<file path="config.mk">
export PLATFORM = sky130hd
export DESIGN_NAME = tlb_priv_top
export DESIGN_NICKNAME = d
export VERILOG_FILES = /design/src/rtl/tlb_pkg.sv /design/src/rtl/tlb_valid_tracker.sv /design/src/rtl/tlb_addr_ptr.sv /design/src/rtl/tlb_entry_store.sv /design/src/rtl/tlb_ctrl_fsm.sv /design/src/rtl/tlb_priv_top.sv
export SDC_FILE = /design/constraint.sdc
export NUM_CORES = 1
export LEC_CHECK = 0
export BUFFER_PORTS_ARGS = -buffer_cell sky130_fd_sc_hd__buf_4
export CAP_MARGIN = 40
export CELL_PAD_IN_SITES_DETAIL_PLACEMENT = 1
export CELL_PAD_IN_SITES_GLOBAL_PLACEMENT = 1
export CORE_MARGIN = 3
export CORE_UTILIZATION = 45
export CTS_CLUSTER_DIAMETER = 40
export CTS_CLUSTER_SIZE = 30
export DETAILED_ROUTE_END_ITERATION = 6
export PLACE_DENSITY = 0.81
export SYNTH_ARGS = -nofsm -noshare
export SYNTH_HDL_FRONTEND = slang
export SYNTH_HIERARCHICAL = 1
export SYNTH_SLANG_ARGS = --single-unit
</file>
<file path="constraint.sdc">
create_clock -name clk_i -period 10.05 [get_ports clk_i]
set_input_delay 0.5025 -clock clk_i [delete_from_list [all_inputs] [get_ports clk_i]]
set_output_delay 0.5025 -clock clk_i [all_outputs]
set_load 0.005 [all_outputs]
</file>
<file path="src/rtl/tlb_pkg.sv">
package tlb_pkg;

    // ----------------------------------------
    // sizes
    // ----------------------------------------
    localparam int tlb_depth  = 8;
    localparam int tlb_addr_w = 3;

    localparam int tlb_vpage_w = 20;
    localparam int tlb_ppage_w = 20;
    localparam int tlb_perm_w  = 4;

    // fixed flag on top with write and read at the bottom
    localparam int tlb_perm_fixed_bit = 3;

    typedef logic [tlb_addr_w-1:0]  tlb_idx_t;
    typedef logic [tlb_depth-1:0]   tlb_valid_t;
    typedef logic [tlb_vpage_w-1:0] tlb_vpage_t;
    typedef logic [tlb_ppage_w-1:0] tlb_ppage_t;
    typedef logic [tlb_perm_w-1:0]  tlb_perm_t;

    // only read and write take part in the permission check
    localparam tlb_perm_t tlb_perm_rw_mask = 4'b0011;

    // stored word that also serves as the request word
    typedef struct packed {
        tlb_perm_t  perm;
        tlb_ppage_t ppage;
        tlb_vpage_t vpage;
    } tlb_entry_t;

    // ----------------------------------------
    // encodings
    // ----------------------------------------
    // command value 3 is reserved
    typedef enum logic [1:0] {
        CMD_WRITE = 2'd0,
        CMD_READ  = 2'd1,
        CMD_DEL   = 2'd2
    } tlb_cmd_e;

    typedef enum logic [1:0] {
        ERR_NONE    = 2'd0,
        ERR_MISS    = 2'd1,
        ERR_NO_PERM = 2'd2,
        ERR_FULL    = 2'd3
    } tlb_err_e;

    typedef enum logic [1:0] {
        PTR_HOLD = 2'd0,
        PTR_INC  = 2'd1,
        PTR_DEC  = 2'd2,
        PTR_LOAD = 2'd3
    } tlb_ptr_op_e;

    typedef enum logic [3:0] {
        IDLE         = 4'h0,
        WR_START     = 4'h1,
        WR_CHECK     = 4'h2,
        WR_NEW       = 4'h3,
        WR_OCCUP     = 4'h4,
        WR_OVERWRITE = 4'h5,
        RD_START     = 4'h6,
        RD_CHECK     = 4'h7,
        DEL_START    = 4'h8,
        DEL_CHECK    = 4'h9,
        DEL_REMOVE   = 4'hA,
        FINISH       = 4'hF
    } tlb_state_e;

endpackage

</file>
<file path="src/rtl/tlb_valid_tracker.sv">
`timescale 1ns/1ps

module tlb_valid_tracker (
    input  logic             clk_i,
    input  logic             reset_n_i,
    input  logic             set_i,
    input  logic             clr_i,
    input  tlb_pkg::tlb_idx_t idx_i,
    output logic             empty_o,
    output tlb_pkg::tlb_idx_t first_o,
    output tlb_pkg::tlb_idx_t last_o,
    output logic             bit_o,
    output logic             bit_q_o
);
    import tlb_pkg::*;

    tlb_valid_t valid_q;
    logic       bit_q;

    // one valid flag per slot
    always_ff @(posedge clk_i) begin
        if (!reset_n_i) begin
            valid_q <= '0;
            bit_q   <= 1'b0;
        end else begin
            if (set_i) begin
                valid_q[idx_i] <= 1'b1;
            end else if (clr_i) begin
                valid_q[idx_i] <= 1'b0;
            end
            // delayed so it lines up with the synchronous memory read
            bit_q <= valid_q[idx_i];
        end
    end

    // ----------------------------------------
    // lowest and highest valid slot
    // ----------------------------------------
    // both fall back to 0 on an empty buffer
    always_comb begin
        first_o = '0;
        for (int i = tlb_depth - 1; i >= 0; i--) begin
            if (valid_q[i]) begin
                first_o = tlb_idx_t'(i);
            end
        end
    end

    always_comb begin
        last_o = '0;
        for (int i = 0; i < tlb_depth; i++) begin
            if (valid_q[i]) begin
                last_o = tlb_idx_t'(i);
            end
        end
    end

    assign empty_o = ~|valid_q;
    assign bit_o   = valid_q[idx_i];
    assign bit_q_o = bit_q;

endmodule

</file>
<file path="src/rtl/tlb_addr_ptr.sv">
`timescale 1ns/1ps

module tlb_addr_ptr (
    input  logic                 clk_i,
    input  logic                 reset_n_i,
    input  tlb_pkg::tlb_ptr_op_e op_i,
    input  tlb_pkg::tlb_idx_t    load_i,
    output tlb_pkg::tlb_idx_t    addr_o
);
    import tlb_pkg::*;

    tlb_idx_t addr_q;
    tlb_idx_t addr_d;

    // increment and decrement wrap around the slot range
    always_comb begin
        case (op_i)
            PTR_INC:  addr_d = addr_q + 1'b1;
            PTR_DEC:  addr_d = addr_q - 1'b1;
            PTR_LOAD: addr_d = load_i;
            default:  addr_d = addr_q;
        endcase
    end

    always_ff @(posedge clk_i) begin
        if (!reset_n_i) begin
            addr_q <= '0;
        end else begin
            addr_q <= addr_d;
        end
    end

    assign addr_o = addr_q;

endmodule

</file>
<file path="src/rtl/tlb_entry_store.sv">
`timescale 1ns/1ps

module tlb_entry_store (
    input  logic                clk_i,
    input  logic                reset_n_i,
    input  logic                mem_en_i,
    input  logic                mem_we_i,
    input  logic                capture_i,
    input  tlb_pkg::tlb_idx_t   addr_i,
    input  tlb_pkg::tlb_entry_t req_i,
    output logic                key_match_o,
    output logic                fixed_o,
    output logic                perm_ok_o,
    output tlb_pkg::tlb_entry_t rdata_o
);
    import tlb_pkg::*;

    tlb_entry_t mem_q [tlb_depth];
    tlb_entry_t rd_q;
    tlb_entry_t rdata_q;

    // ----------------------------------------
    // entry array
    // ----------------------------------------
    // single port with read data one cycle after enable
    always_ff @(posedge clk_i) begin
        if (mem_en_i) begin
            if (mem_we_i) begin
                mem_q[addr_i] <= req_i;
            end
            rd_q <= mem_q[addr_i];
        end
    end

    // ----------------------------------------
    // compare against the request
    // ----------------------------------------
    assign key_match_o = (rd_q.vpage == req_i.vpage);
    assign fixed_o     = rd_q.perm[tlb_perm_fixed_bit];

    // at least one of read or write must be granted
    assign perm_ok_o = |(rd_q.perm & req_i.perm & tlb_perm_rw_mask);

    // returned entry is zero when the read ended without a match
    always_ff @(posedge clk_i) begin
        if (!reset_n_i) begin
            rdata_q <= '0;
        end else if (capture_i) begin
            if (key_match_o) begin
                rdata_q <= rd_q;
            end else begin
                rdata_q <= '0;
            end
        end
    end

    assign rdata_o = rdata_q;

endmodule

</file>
<file path="src/rtl/tlb_ctrl_fsm.sv">
`timescale 1ns/1ps

module tlb_ctrl_fsm (
    input  logic                 clk_i,
    input  logic                 reset_n_i,
    input  logic                 en_i,
    input  tlb_pkg::tlb_cmd_e    cmd_i,
    input  logic                 empty_i,
    input  tlb_pkg::tlb_idx_t    first_i,
    input  tlb_pkg::tlb_idx_t    last_i,
    input  logic                 vbit_i,
    input  logic                 vbit_q_i,
    input  logic                 key_match_i,
    input  logic                 fixed_i,
    input  logic                 perm_ok_i,
    output tlb_pkg::tlb_ptr_op_e ptr_op_o,
    output tlb_pkg::tlb_idx_t    ptr_load_o,
    input  tlb_pkg::tlb_idx_t    addr_i,
    output logic                 mem_en_o,
    output logic                 mem_we_o,
    output logic                 set_o,
    output logic                 clr_o,
    output logic                 capture_o,
    output logic                 active_o,
    output logic                 done_o,
    output tlb_pkg::tlb_err_e    error_o
);
    import tlb_pkg::*;

    tlb_state_e state_q;
    tlb_state_e state_d;
    tlb_err_e   err_q;
    tlb_err_e   err_d;

    tlb_idx_t last_inc;
    logic     cmd_ok;
    logic     hit;
    logic     scan_up;
    logic     scan_dn;

    assign last_inc = last_i + 1'b1;
    assign cmd_ok   = (cmd_i inside {CMD_WRITE, CMD_READ, CMD_DEL});

    // word read last cycle was valid and carries the requested page
    assign hit = vbit_q_i && key_match_i;

    // the pointer already runs one slot ahead of the word being checked
    assign scan_up = (addr_i > first_i) && (addr_i <= last_i);
    assign scan_dn = (addr_i >= first_i) && (addr_i < last_i);

    always_ff @(posedge clk_i) begin
        if (!reset_n_i) begin
            state_q <= IDLE;
            err_q   <= ERR_NONE;
        end else begin
            state_q <= state_d;
            err_q   <= err_d;
        end
    end

    always_comb begin
        state_d    = state_q;
        err_d      = err_q;
        ptr_op_o   = PTR_HOLD;
        ptr_load_o = first_i;
        mem_en_o   = 1'b0;
        mem_we_o   = 1'b0;
        set_o      = 1'b0;
        clr_o      = 1'b0;
        capture_o  = 1'b0;

        case (state_q)
            IDLE: begin
                if (en_i && cmd_ok) begin
                    err_d    = ERR_NONE;
                    ptr_op_o = PTR_LOAD;
                    if (cmd_i == CMD_WRITE) begin
                        // an empty buffer takes the write at slot 0
                        state_d = empty_i ? WR_OVERWRITE : WR_START;
                    end else begin
                        ptr_load_o = last_i;
                        state_d    = (cmd_i == CMD_READ) ? RD_START : DEL_START;
                    end
                end
            end

            // ----------------------------------------
            // write
            // ----------------------------------------
            WR_START: begin
                mem_en_o = 1'b1;
                ptr_op_o = PTR_INC;
                state_d  = WR_CHECK;
            end

            // look for an entry with the same page
            WR_CHECK: begin
                mem_en_o = vbit_i;
                if (hit) begin
                    ptr_op_o = PTR_DEC;
                    state_d  = WR_OVERWRITE;
                end else if (scan_up) begin
                    ptr_op_o = PTR_INC;
                end else begin
                    ptr_op_o   = PTR_LOAD;
                    ptr_load_o = last_inc;
                    state_d    = WR_NEW;
                end
            end

            // slot after the last valid one is most likely free
            WR_NEW: begin
                mem_en_o = 1'b1;
                if (!vbit_i) begin
                    mem_we_o = 1'b1;
                    set_o    = 1'b1;
                    state_d  = FINISH;
                end else begin
                    ptr_op_o = PTR_INC;
                    state_d  = WR_OCCUP;
                end
            end

            // walk past fixed entries until one can be evicted
            WR_OCCUP: begin
                mem_en_o = 1'b1;
                if (!fixed_i) begin
                    ptr_op_o = PTR_DEC;
                    state_d  = WR_OVERWRITE;
                end else if (addr_i == last_inc) begin
                    err_d   = ERR_FULL;
                    state_d = FINISH;
                end else if (vbit_i) begin
                    ptr_op_o = PTR_INC;
                end else begin
                    state_d = WR_OVERWRITE;
                end
            end

            WR_OVERWRITE: begin
                mem_en_o = 1'b1;
                mem_we_o = 1'b1;
                set_o    = 1'b1;
                state_d  = FINISH;
            end

            // ----------------------------------------
            // read
            // ----------------------------------------
            RD_START: begin
                mem_en_o = 1'b1;
                if (vbit_i) begin
                    ptr_op_o = PTR_DEC;
                    state_d  = RD_CHECK;
                end else begin
                    err_d   = ERR_MISS;
                    state_d = FINISH;
                end
            end

            RD_CHECK: begin
                mem_en_o = vbit_i;
                if (hit) begin
                    capture_o = 1'b1;
                    if (!perm_ok_i) begin
                        err_d = ERR_NO_PERM;
                    end
                    state_d = FINISH;
                end else if (scan_dn) begin
                    ptr_op_o = PTR_DEC;
                end else begin
                    capture_o = 1'b1;
                    err_d     = ERR_MISS;
                    state_d   = FINISH;
                end
            end

            // ----------------------------------------
            // delete
            // ----------------------------------------
            DEL_START: begin
                mem_en_o = 1'b1;
                if (vbit_i) begin
                    ptr_op_o = PTR_DEC;
                    state_d  = DEL_CHECK;
                end else begin
                    err_d   = ERR_MISS;
                    state_d = FINISH;
                end
            end

            DEL_CHECK: begin
                mem_en_o = vbit_i;
                if (hit) begin
                    // step back to the matching slot
                    ptr_op_o = PTR_INC;
                    state_d  = DEL_REMOVE;
                end else if (scan_dn) begin
                    ptr_op_o = PTR_DEC;
                end else begin
                    err_d   = ERR_MISS;
                    state_d = FINISH;
                end
            end

            DEL_REMOVE: begin
                clr_o   = 1'b1;
                state_d = FINISH;
            end

            FINISH: begin
                state_d = IDLE;
            end

            default: begin
                state_d = IDLE;
            end
        endcase
    end

    assign active_o = (state_q != IDLE);
    assign done_o   = (state_q == FINISH);
    assign error_o  = err_q;

endmodule

</file>
<file path="src/rtl/tlb_priv_top.sv">
`timescale 1ns/1ps

module tlb_priv_top (
    input  logic                clk_i,
    input  logic                reset_n_i,
    input  logic                tlb_en_i,
    input  tlb_pkg::tlb_cmd_e   tlb_cmd_i,
    input  tlb_pkg::tlb_entry_t tlb_wdata_i,
    output tlb_pkg::tlb_entry_t tlb_rdata_o,
    output logic                tlb_active_o,
    output logic                tlb_done_o,
    output tlb_pkg::tlb_err_e   tlb_error_o
);
    import tlb_pkg::*;

    // pointer
    tlb_ptr_op_e ptr_op;
    tlb_idx_t    ptr_load;
    tlb_idx_t    addr;

    // valid tracking
    logic     set;
    logic     clr;
    logic     empty;
    tlb_idx_t first;
    tlb_idx_t last;
    logic     vbit;
    logic     vbit_q;

    // entry store
    logic mem_en;
    logic mem_we;
    logic capture;
    logic key_match;
    logic fixed;
    logic perm_ok;

    tlb_ctrl_fsm u_fsm (
        .clk_i       (clk_i),
        .reset_n_i   (reset_n_i),
        .en_i        (tlb_en_i),
        .cmd_i       (tlb_cmd_i),
        .empty_i     (empty),
        .first_i     (first),
        .last_i      (last),
        .vbit_i      (vbit),
        .vbit_q_i    (vbit_q),
        .key_match_i (key_match),
        .fixed_i     (fixed),
        .perm_ok_i   (perm_ok),
        .ptr_op_o    (ptr_op),
        .ptr_load_o  (ptr_load),
        .addr_i      (addr),
        .mem_en_o    (mem_en),
        .mem_we_o    (mem_we),
        .set_o       (set),
        .clr_o       (clr),
        .capture_o   (capture),
        .active_o    (tlb_active_o),
        .done_o      (tlb_done_o),
        .error_o     (tlb_error_o)
    );

    tlb_addr_ptr u_ptr (
        .clk_i     (clk_i),
        .reset_n_i (reset_n_i),
        .op_i      (ptr_op),
        .load_i    (ptr_load),
        .addr_o    (addr)
    );

    tlb_valid_tracker u_valid (
        .clk_i     (clk_i),
        .reset_n_i (reset_n_i),
        .set_i     (set),
        .clr_i     (clr),
        .idx_i     (addr),
        .empty_o   (empty),
        .first_o   (first),
        .last_o    (last),
        .bit_o     (vbit),
        .bit_q_o   (vbit_q)
    );

    tlb_entry_store u_store (
        .clk_i       (clk_i),
        .reset_n_i   (reset_n_i),
        .mem_en_i    (mem_en),
        .mem_we_i    (mem_we),
        .capture_i   (capture),
        .addr_i      (addr),
        .req_i       (tlb_wdata_i),
        .key_match_o (key_match),
        .fixed_o     (fixed),
        .perm_ok_o   (perm_ok),
        .rdata_o     (tlb_rdata_o)
    );

endmodule

</file>
==> results.ini, run 1 <==
[detailed_routing]
drcViolationCount=0
vias=11700
first_pass_iters=5
vias_per_cell=6.15
routed_wirelength_um=52500
antenna_left=0
drt-initial-drc-count=1319
wl_per_cell_um=27.6

[run_status]
status=completed

[final_layout]
final_common_cell=edfxtp_1
layout.nets=1380
final_cell_mix=396 x edfxtp_1, 123 x buf_4, 59 x dfxtp_1
stdcell_count=1903
syn2layout_area_growth_pct=17.0
drive_above_1_share_pct=25.1

[grt]
grt_pass1_vias=12400
grt-ovfl-total=0
grt_antenna_before_repair=1
grt_max_degree=90
grt_use_total_pct=23.4
grt_pass1_wl_um=78300

[pwr]
p_comb_share_pct=18.9
pwr-share-seq_pct=44.0
switching_share_pct=31.1
powerDensity_nw_per_um2=249
p_sw_uw=1720
internal_power_uw=3800
worst_ir_drop_vdd_mv=0.141
clkPwrFrac_pct=37.1
leakage_uw=0.00724

[timing]
period_needed_ns=5.10
slew_headroom_pct=42.6
setup_viol=0
clock.fmax_mhz=196
rsz0062_at_grt=false
tightest_slew_ns=0.857
clock-skew-final_ns=0.0304
final_max_slew_viol_count=0
final_hold_viol_count=0
fin_ws_ns=4.95
min_period_over_period_pct=50.8
fin_setup_tns_ns=0
hold_ws_ns=0.128

[min_path]
holdPathEnd=u_store/mem_q[1][28]
hp-class=input pin to flip-flop
hold_path.startpoint=tlb_wdata_i[28]
hold_depth=1

[job]
max_cap_viol_count=0

[clock_network]
post_cts_buffers=0
clk_pin_slew_ns=0.06
cts_resized=0
clock_sinks=458
cts_tree=yes
cts_hold_buffers=0
clk_latency_ns=0.61
numCtsBuffers=54
cts_max_level=2
root_buffer=clkbuf_16
clockBufferDepth=3

[synthesis]
synth_edf_count=396
synthArstFlopShare_pct=0
synthTopCellsByArea=edfxtp_1 63%, dfxtp_1 6.6%, mux4_2 3.8%, o31ai_2 2.6%, mux2i_1 1.8%
synth_nets=1281
synth_largest_area_cell=edfxtp_1
syn_area_um2=18900
synth_cell_types=73
ys_warn_count=6
ys_ff_latch=458
synth_top_cell_area_share_pct=62.8
seq_area_frac_synth_pct=69.4
synth_cells=1224
yosys_most_used_dff=edfxtp_1
synth_area_per_cell_um2=15.5

[floorplanning]
die-area_um2=44600
die_h_um=211
core.rowCount=74
die_w_um=211
io_pins=97
start_util_pct=45.9
coreArea_um2=41200

[critical_path]
r2r-start=u_ptr/addr_o[1]
slowest_delay_ns=0.86
required_ns=10.28
reg2reg_depth=10
timing.rr.end=u_store/mem_q[3][42]
crit_type=flip-flop to flip-flop
slowest_stage=dfxtp_4
arrival_ns=5.33
crit_path_cell_trace=nand2_1, o22ai_1, a211o_1, inv_1, a21o_1, a221oi_4, buf_4, nand2_1, nor3b_2, buf_4
worstSetupStartpointType=flip-flop
r2r_slack_ns=4.95
cp-end-kind=flip-flop
critPathMaxFanout=50

[place]
dp_hpwl_um=32400
port-buffer-count=96
gp_congestion=0.862
placed_cells=1799
dp_slack_ns=5.04

-- state kept, by name (all words and copies together), names as in the netlist, named ones only --
signal,flops
u_fsm/state_q,4
u_fsm/error_o,2
u_ptr/addr_o,3
u_valid/bit_q_o,1
u_store/rd_q,43
u_store/fixed_o,1
u_store/mem_q,352
u_store/rdata_o,44
-- worst max-delay path, delay by kind of cell, from the launching register on --
| kind | cells | cell delay [ns] |
|---|---|---|
| simple gates | 3 | 1.43 |
| buf+inv | 3 | 1.39 |
| compound gates | 4 | 0.97 |
| flops | 1 | 0.86 |
-- through the flow --
stage	cell area, um^2	utilization [%]	total power, uW
after CTS	22100	53.8	5530
final	22200	53.8	5520
after detailed placement	20200	49.1	3470
after floorplan	18900	-	3060
after global placement	20200	48.9	3410
after global routing	22200	53.8	5720
-- power by group through the flow --
stage | Clock (uW) | Sequential, uW | Combinational [uW]
global placement | 0 | 2450 | 955
detailed placement | 0 | 2460 | 1000
global route | 2170 | 2440 | 1100
CTS | 2080 | 2430 | 1020
finish | 2050 | 2430 | 1040
floorplan | 0 | 2340 | 722
-- worst max-delay path by stage --
stage | from | end | slack, ns | depth (start not counted)
after CTS | u_ptr/addr_o[1] | u_store/mem_q[3][38] | 4.97 | 10
after global routing | u_ptr/addr_o[0] | u_store/mem_q[3][40] | 4.62 | 10
after global placement | u_ptr/addr_o[0] | u_store/mem_q[1][28] | 5.06 | 10
after detailed placement | u_ptr/addr_o[0] | u_store/mem_q[3][21] | 5.04 | 10
after floorplan | u_ptr/addr_o[1] | u_store/mem_q[3][0] | 0.49 | 10
final | u_ptr/addr_o[1] | u_store/mem_q[3][42] | 4.95 | 10
-- routing by layer --
metal  part of all wire (%)  global-route usage (%)
met1                     41                    31.4
met2                     48                    38.1
met3                    8.4                    5.11
met4                    2.9                    8.18
met5                   0.15                    1.29
-- cell type report --
cell class,count,area (um^2)
Tap cell,532,666
Inverter,14,52.6
Multi-Input combinational cell,669,5380
Antenna cell,2,5.00
Clock buffer,59,1390
Clock inverter,43,532
Timing Repair Buffer,126,982
Fill cell,3879,19000
Sequential cell,458,13100
-- synthesized netlist by cell type (4+ instances only) --
cell      number
a211oi_1      21
a21boi_0      11
a21o_1         5
a21oi_1       20
a221o_1       10
a221oi_1      29
a22oi_1       31
and2_1         8
and3_1         5
buf_2         29
buf_4          6
buf_6          9
clkbuf_1      36
dfxtp_1       62
edfxtp_1     396
ha_1           7
inv_1         13
mux2_1         6
mux2_2        20
mux2i_1       34
mux4_2        32
nand2_1       54
nand2b_1       8
nand3_1       55
nand3b_1      45
nor2_1        55
nor2b_1       17
nor3_1         9
nor3b_1        5
nor4_1         6
o21ai_0       42
o21bai_1       5
o221ai_1       5
o22ai_1        5
o31ai_1        9
o31ai_2       40
or2_2          4
xor2_1        23
-- kinds of logic (layout without fill, tap and decap cells) --
family / after synthesis / in the layout / synth area share [%]
AOI/OAI and AO/OA: 259 / 259 / 11.0
xor gates and xnor gates: 24 / 24 / 1.19
adders and majority gates: 8 / 8 / 0.569
buffers and inverters: 97 / 242 / 2.59
DFF: 458 / 458 / 69.4
muxes: 93 / 93 / 7.23
other: 0 / 2 / 0
and+or+nand+nor: 285 / 285 / 8.08
No activity file was read; power rests on OpenSTA's default activity.
==> run 2, diff against run 1 <==
--- a/config.mk
+++ b/config.mk
@@ -14,7 +14,7 @@
 export CTS_CLUSTER_DIAMETER = 40
 export CTS_CLUSTER_SIZE = 30
 export DETAILED_ROUTE_END_ITERATION = 6
-export PLACE_DENSITY = 0.81
+export PLACE_DENSITY = 0.78
 export SYNTH_ARGS = -nofsm -noshare
 export SYNTH_HDL_FRONTEND = slang
 export SYNTH_HIERARCHICAL = 1
==> constraint.sdc (replaced) <==
create_clock -name clk_i -period 5.1 [get_ports clk_i]
set_input_delay 0.255 -clock clk_i [delete_from_list [all_inputs] [get_ports clk_i]]
set_output_delay 0.255 -clock clk_i [all_outputs]
set_load 0.005 [all_outputs]
==> run 2 against run 1 <==
  * Critical path depth increased by 3
  * Sequential share of layout area decreased by 1.4 points
  * Register-to-register slack got worse by 4.1 ns
  * Cell count up 3.2%
  * Utilization is 1.3 points higher
  * Non-clock buffer count up 51
  * Clock power rose by 98%
  * Sequential power is 89% higher
  * Flip-flop and latch count is the same
  * Global-route usage is 0.76 points higher
  * Critical path type unchanged
  * Largest cell class unchanged
  * Largest power group unchanged
==> results.ini, run 2 (synthesis gave the netlist of run 1 again) <==
[run_status]
status=completed

[floorplanning]
start_util_pct=45.9  ; unchanged
core.rowCount=74  ; unchanged
coreArea_um2=41200  ; unchanged
die_w_um=211  ; unchanged
io_pins=97  ; unchanged
die_h_um=211  ; unchanged
die-area_um2=44600  ; unchanged

[grt]
grt_pass1_vias=12600  ; +1.8%
grt-ovfl-total=0  ; unchanged
grt_antenna_before_repair=5  ; +4
grt_max_degree=95  ; +5.6%
grt_pass1_wl_um=80500  ; +2.9%
grt_use_total_pct=24.2  ; +0.76 points

[critical_path]
cp-end-kind=flip-flop
timing.rr.end=u_ptr/addr_o[2]
r2r-start=u_store/rd_q[0]
r2r_slack_ns=0.83  ; -4.12 ns
crit_type=flip-flop to flip-flop
worstSetupEndpoint=u_ptr/addr_o[2]
slowest_delay_ns=0.66  ; -0.20 ns
startpoint=u_store/rd_q[0]
worstSetupStartpointType=flip-flop
critPathMaxFanout=10  ; -80%
reg2reg_depth=13  ; +3
arrival_ns=4.83  ; -0.50 ns
crit_path_cell_trace=xor2_1, nor4_1, nand3_2, nor2_1, nand2_1, nand3_1, a211oi_1, or4_1, and2b_2, fa_1, or3b_1, a21oi_1, o21a_1
slowest_stage=or4_1
required_ns=5.65  ; -4.63 ns

[final_layout]
syn2layout_area_growth_pct=19.9
top_register=u_store/mem_q
utilization_pct=55.1  ; +1.3 points
final_common_cell=edfxtp_1
largest_register_ff_count=352  ; unchanged
final_cell_mix=396 x edfxtp_1, 129 x buf_4, 59 x clkbuf_16, 59 x dfxtp_1, 55 x nand3_1
layout.nets=1436  ; +4.1%
drive_above_1_share_pct=24.9  ; -0.16 points

[timing]
final_hold_viol_count=0  ; unchanged
tightest_slew_ns=0.916  ; +0.0592 ns
rsz0062_at_grt=false
fin_setup_tns_ns=0  ; unchanged
setup_viol=0  ; unchanged
final_max_slew_viol_count=0  ; unchanged
clock.fmax_mhz=234  ; +19%
period_needed_ns=4.27  ; -0.828 ns
hold_ws_ns=0.0608  ; -0.0677 ns
clock-skew-final_ns=0.0273  ; -0.00309 ns
min_period_over_period_pct=83.8  ; +33 points
fin_ws_ns=0.827  ; -4.12 ns
slew_headroom_pct=38.9  ; -3.7 points

[pwr]
powerDensity_nw_per_um2=481  ; +93%
worst_ir_drop_vdd_mv=0.336  ; +140%
leakage_uw=0.00750  ; +3.6%

[clock_network]
clockBufferDepth=3  ; unchanged
post_cts_buffers=0  ; unchanged
numCtsBuffers=59  ; +9.3%
clk_pin_slew_ns=0.06  ; about the same
root_buffer=clkbuf_16
clk_latency_ns=0.63  ; +0.02 ns
cts_tree=yes
clock_sinks=458  ; unchanged
cts_max_level=2  ; unchanged

[detailed_routing]
antenna_left=0  ; unchanged
drcViolationCount=0  ; unchanged
wl_per_cell_um=27.5  ; -0.16%
drt-initial-drc-count=1363  ; +3.3%
routed_wirelength_um=54000  ; +3.0%
vias=12000  ; +2.9%
first_pass_iters=5  ; unchanged
vias_per_cell=6.14  ; -0.22%

[place]
dp_hpwl_um=31900  ; -1.5%
port-buffer-count=96  ; unchanged
dp_slack_ns=0.885  ; -4.16 ns
gp_congestion=0.838  ; -2.8%

[job]
max_cap_viol_count=0  ; unchanged

[min_path]
hp-class=input pin to flip-flop

## run 2: cell count changes in the layout (fill, tap and decap cells not counted), moves of 3 or more
cell,change
nor3_4,+4
buf_4,+6
clkbuf_16,+4
dlygate4sd3_1,+44
clkinv_1,+3
nor3_2,-4
bufinv_16,-3
clkinv_2,+6
## run 2: cell type report
class                           instances  area [um^2]
Timing Repair Buffer                  177         1470
Inverter                               14         52.6
Fill cell                            3871        18500
Antenna cell                            1         2.50
Sequential cell                       458        13100
Clock buffer                           65         1500
Tap cell                              532          666
Multi-Input combinational cell        669         5410
Clock inverter                         47          438
## run 2: timing repair
action | CTS | global route
gates resized for setup | 0 | 0
hold buffers | 44 | 0
hold endpoints to repair | 352 | 0
## run 2: worst max-delay path, delay by kind of cell, from the launching register on
kind / cells / cell delay, ns
xor gates and xnor gates: 1 / 0.20
AOI/OAI and AO/OA: 3 / 0.35
adders and majority gates: 1 / 0.41
and+or+nand+nor: 8 / 2.77
DFF: 1 / 0.45
## run 2: metrics by stage
step                power, uW  instances  cell area (um^2)
floorplan                6040       1224             19000
global placement         6730       1803             20300
detailed placement       6810       1805             20300
CTS                     10900       1961             22700
global route            11300       1963             22700
finish                  10900       1963             22700
## run 2: power breakdown
part	leakage, uW	switching [uW]	internal, uW
clock network	0.000941	1760	2300
logic	0.00247	1450	797
registers	0.00408	170	4420
## run 2: worst min path at each step
stage	from	to	slack, ns	depth (start not counted)
after floorplan	tlb_wdata_i[0]	u_store/mem_q[0][0]	0.35	0
after global placement	u_store/rdata_o[1]	u_store/rdata_o[1]	0.48	2
after detailed placement	u_store/rdata_o[19]	u_store/rdata_o[19]	0.48	2
after CTS	tlb_cmd_i[1]	u_fsm/state_q[2]	0.03	4
after global routing	tlb_cmd_i[1]	u_fsm/state_q[2]	0.08	4
final	tlb_cmd_i[1]	u_fsm/state_q[2]	0.06	4
## run 2: per-layer routing
| layer | share of wire (%) | GRT usage [%] | routed length (um) |
|---|---|---|---|
| met1 | 41 | 32.6 | 22100 |
| met2 | 47 | 38.7 | 25600 |
| met3 | 9.3 | 6.95 | 5040 |
| met4 | 2.4 | 6.91 | 1320 |
| met5 | 0.026 | 0 | 14 |
==> run 3, diff against run 2 <==
--- a/config.mk
+++ b/config.mk
@@ -14,7 +14,7 @@
 export CTS_CLUSTER_DIAMETER = 40
 export CTS_CLUSTER_SIZE = 30
 export DETAILED_ROUTE_END_ITERATION = 6
-export PLACE_DENSITY = 0.78
+export PLACE_DENSITY = 0.81
 export SYNTH_ARGS = -nofsm -noshare
 export SYNTH_HDL_FRONTEND = slang
 export SYNTH_HIERARCHICAL = 1
==> constraint.sdc (replaced) <==
create_clock -name clk_i -period 3.9 [get_ports clk_i]
set_input_delay 0.195 -clock clk_i [delete_from_list [all_inputs] [get_ports clk_i]]
set_output_delay 0.195 -clock clk_i [all_outputs]
set_load 0.005 [all_outputs]
==> run 3 against run 2 <==
  * Die area stayed put
  * Via count grew 0.33%
  * Utilization increased by 1.2 points
  * Critical path depth unchanged
  * Global-route usage rose by 0.50 points
  * Combinational power up 31%
  * Setup slack worse by 0.60 ns
  * Cell area up 2.2%
  * Sequential share of layout area fell by 1.2 points
  * Power increased by 35%
  * First-iteration DRC count down 4.6%
  * Critical path type unchanged
  * Critical endpoint unchanged
==> results.ini, run 3 (synthesis gave the netlist of run 1 again) <==
[clock_network]
clk_pin_slew_ns=0.06  ; about the same
clock_sinks=458  ; unchanged
clk_latency_ns=0.63  ; about the same
clockBufferDepth=3  ; unchanged
cts_tree=yes
root_buffer=clkbuf_16
cts_max_level=2  ; unchanged
numCtsBuffers=61  ; +3.4%

[critical_path]
r2r-start=u_store/rd_q[18]
critPathMaxFanout=3  ; -7
arrival_ns=4.22  ; -0.61 ns
timing.rr.end=u_ptr/addr_o[2]
r2r_slack_ns=0.23  ; -0.60 ns
required_ns=4.45  ; -1.20 ns
cp-end-kind=flip-flop
reg2reg_depth=13  ; unchanged
worstSetupStartpointType=flip-flop
crit_type=flip-flop to flip-flop

[timing]
final_max_slew_viol_count=0  ; unchanged
slew_headroom_pct=41.6  ; +2.7 points
setup_viol=0  ; unchanged
clock.fmax_mhz=272  ; +16%
clock-skew-final_ns=0.0301  ; +0.00284 ns
tightest_slew_ns=0.867  ; -0.0491 ns
period_needed_ns=3.67  ; -0.602 ns
min_period_over_period_pct=94.1  ; +10 points
final_hold_viol_count=0  ; unchanged
fin_setup_tns_ns=0  ; unchanged
rsz0062_at_grt=false

[detailed_routing]
vias=12100  ; +0.33%
wl_per_cell_um=27.7  ; +0.67%
vias_per_cell=6.08  ; -0.98%
antenna_left=0  ; unchanged
drt-initial-drc-count=1300  ; -4.6%
drcViolationCount=0  ; unchanged
routed_wirelength_um=55100  ; +2.0%
first_pass_iters=5  ; unchanged

[min_path]
hp-class=input pin to flip-flop
holdPathEnd=u_ptr/addr_o[2]
hold_depth=2  ; -2
hold_path.startpoint=reset_n_i

[final_layout]
largest_register_ff_count=352  ; unchanged
layout.nets=1460  ; +1.7%
top_register=u_store/mem_q
drive_above_1_share_pct=27.6  ; +2.7 points
fillCellCount=3815  ; -1.4%
ff_latch_area_um2=13100  ; about the same
final_cell_mix=396 x edfxtp_1, 146 x buf_4, 61 x clkbuf_16
syn2layout_area_growth_pct=22.5
final_common_cell=edfxtp_1
utilization_pct=56.2  ; +1.2 points
multiInputGateArea_um2=5480  ; +1.1%

[floorplanning]
io_pins=97  ; unchanged
die-area_um2=44600  ; unchanged
die_w_um=211  ; unchanged
coreArea_um2=41200  ; unchanged
die_h_um=211  ; unchanged
start_util_pct=45.9  ; unchanged
core.rowCount=74  ; unchanged

[pwr]
worst_ir_drop_vdd_mv=0.355  ; +5.6%
pwr-share-seq_pct=41.2  ; -0.9 points
p_comb_share_pct=20.1  ; -0.5 points
p_sw_uw=4490  ; +33%
clkPwrFrac_pct=38.7  ; +1.4 points
internal_power_uw=10200  ; +36%
powerDensity_nw_per_um2=634  ; +32%
leakage_uw=0.00774  ; +3.2%
p_total_uw=14700  ; +35%
switching_share_pct=30.6  ; -0.49 points

[grt]
grt_pass1_wl_um=82900  ; +2.9%
grt_use_total_pct=24.7  ; +0.50 points
grt_max_degree=94  ; -1.1%
grt_antenna_before_repair=3  ; -2
grt_pass1_vias=13000  ; +2.9%
grt-ovfl-total=0  ; unchanged

[place]
port-buffer-count=96  ; unchanged
dp_hpwl_um=33400  ; +4.8%
gp_congestion=0.884  ; +5.4%

[job]
max_cap_viol_count=0  ; unchanged

[run_status]
status=completed

-- run 3: cell types whose count changed in the layout (fill, tap and decap cells not counted), moves of 3 or more --
cell,before,now
buf_4,129,146
clkbuf_8,0,3
clkinv_8,1,8
dfxtp_1,59,56
dfxtp_2,0,3
clkbuf_1,6,3
clkinvlp_4,5,8
clkinv_1,7,1
nor2_1,54,51
buf_12,2,7
-- run 3: how the worst max path moves through the flow --
stage | start | to | slack, ns
floorplan | u_ptr/addr_o[0] | u_store/mem_q[0][0] | -0.88
global placement | u_store/rd_q[18] | u_ptr/addr_o[2] | 0.12
detailed placement | u_store/rd_q[18] | u_ptr/addr_o[2] | 0.06
CTS | flip-flop | u_ptr/addr_o[2] | 0.04
global route | flip-flop | u_ptr/addr_o[2] | 0.04
finish | u_store/rd_q[18] | u_ptr/addr_o[2] | 0.23
-- run 3: worst max-delay path: stages, from the launching register on --
cell,delay (ns)
edfxtp_1,0.40
xor2_1,0.17
nor4_2,0.50
nand2_2,0.16
nor2_2,0.23
nand2_1,0.10
nand3_1,0.15
a211oi_1,0.06
or4_1,0.51
and2b_2,0.23
fa_1,0.42
or3b_1,0.39
a21oi_2,0.15
o21a_1,0.11
-- run 3: what timing repair did --
item                                   in CTS  in global routing
setup buffers                               0                  1
resized for setup                           1                 15
hold buffers                               46                  0
pin swaps                                   0                  1
endpoints found under the hold margin     354                  0
setup endpoints to repair                   1                  2
-- run 3: layout make-up --
cell class / instances / area share, %
Antenna cell: 1 / 0.0108
Clock buffer: 67 / 6.81
Clock inverter: 49 / 2.40
Inverter: 14 / 0.227
Multi-Input combinational cell: 669 / 23.6
Sequential cell: 458 / 56.7
Tap cell: 532 / 2.87
Timing Repair Buffer: 199 / 7.32
-- run 3: stage by stage --
step | hold WS, ns | instances | setup WS (ns) | area, um^2
floorplan | 0.294 | 1224 | -0.882 | 19100
global placement | 0.425 | 1823 | 0.120 | 20500
detailed placement | 0.431 | 1825 | 0.0629 | 20500
CTS | 0.00117 | 1987 | 0.0350 | 23100
global route | 0.0446 | 1988 | 0.0388 | 23200
finish | 0.0364 | 1989 | 0.229 | 23200
-- run 3: layer usage --
metal | track usage [%] | share of wire, %
met1 | 32.9 | 41
met2 | 40.9 | 49
met3 | 5.48 | 7.6
met4 | 7.62 | 2.5
met5 | 0 | 0
-- run 3: power groups by stage --
| stage | registers (uW) | clock network, uW | logic (uW) |
|---|---|---|---|
| after floorplan | 6010 | 0 | 1920 |
| final | 6050 | 5690 | 2950 |
| after global routing | 6070 | 6000 | 3170 |
| after global placement | 6110 | 0 | 2720 |
| after CTS | 6040 | 5770 | 2920 |
| after detailed placement | 6140 | 0 | 2830 |
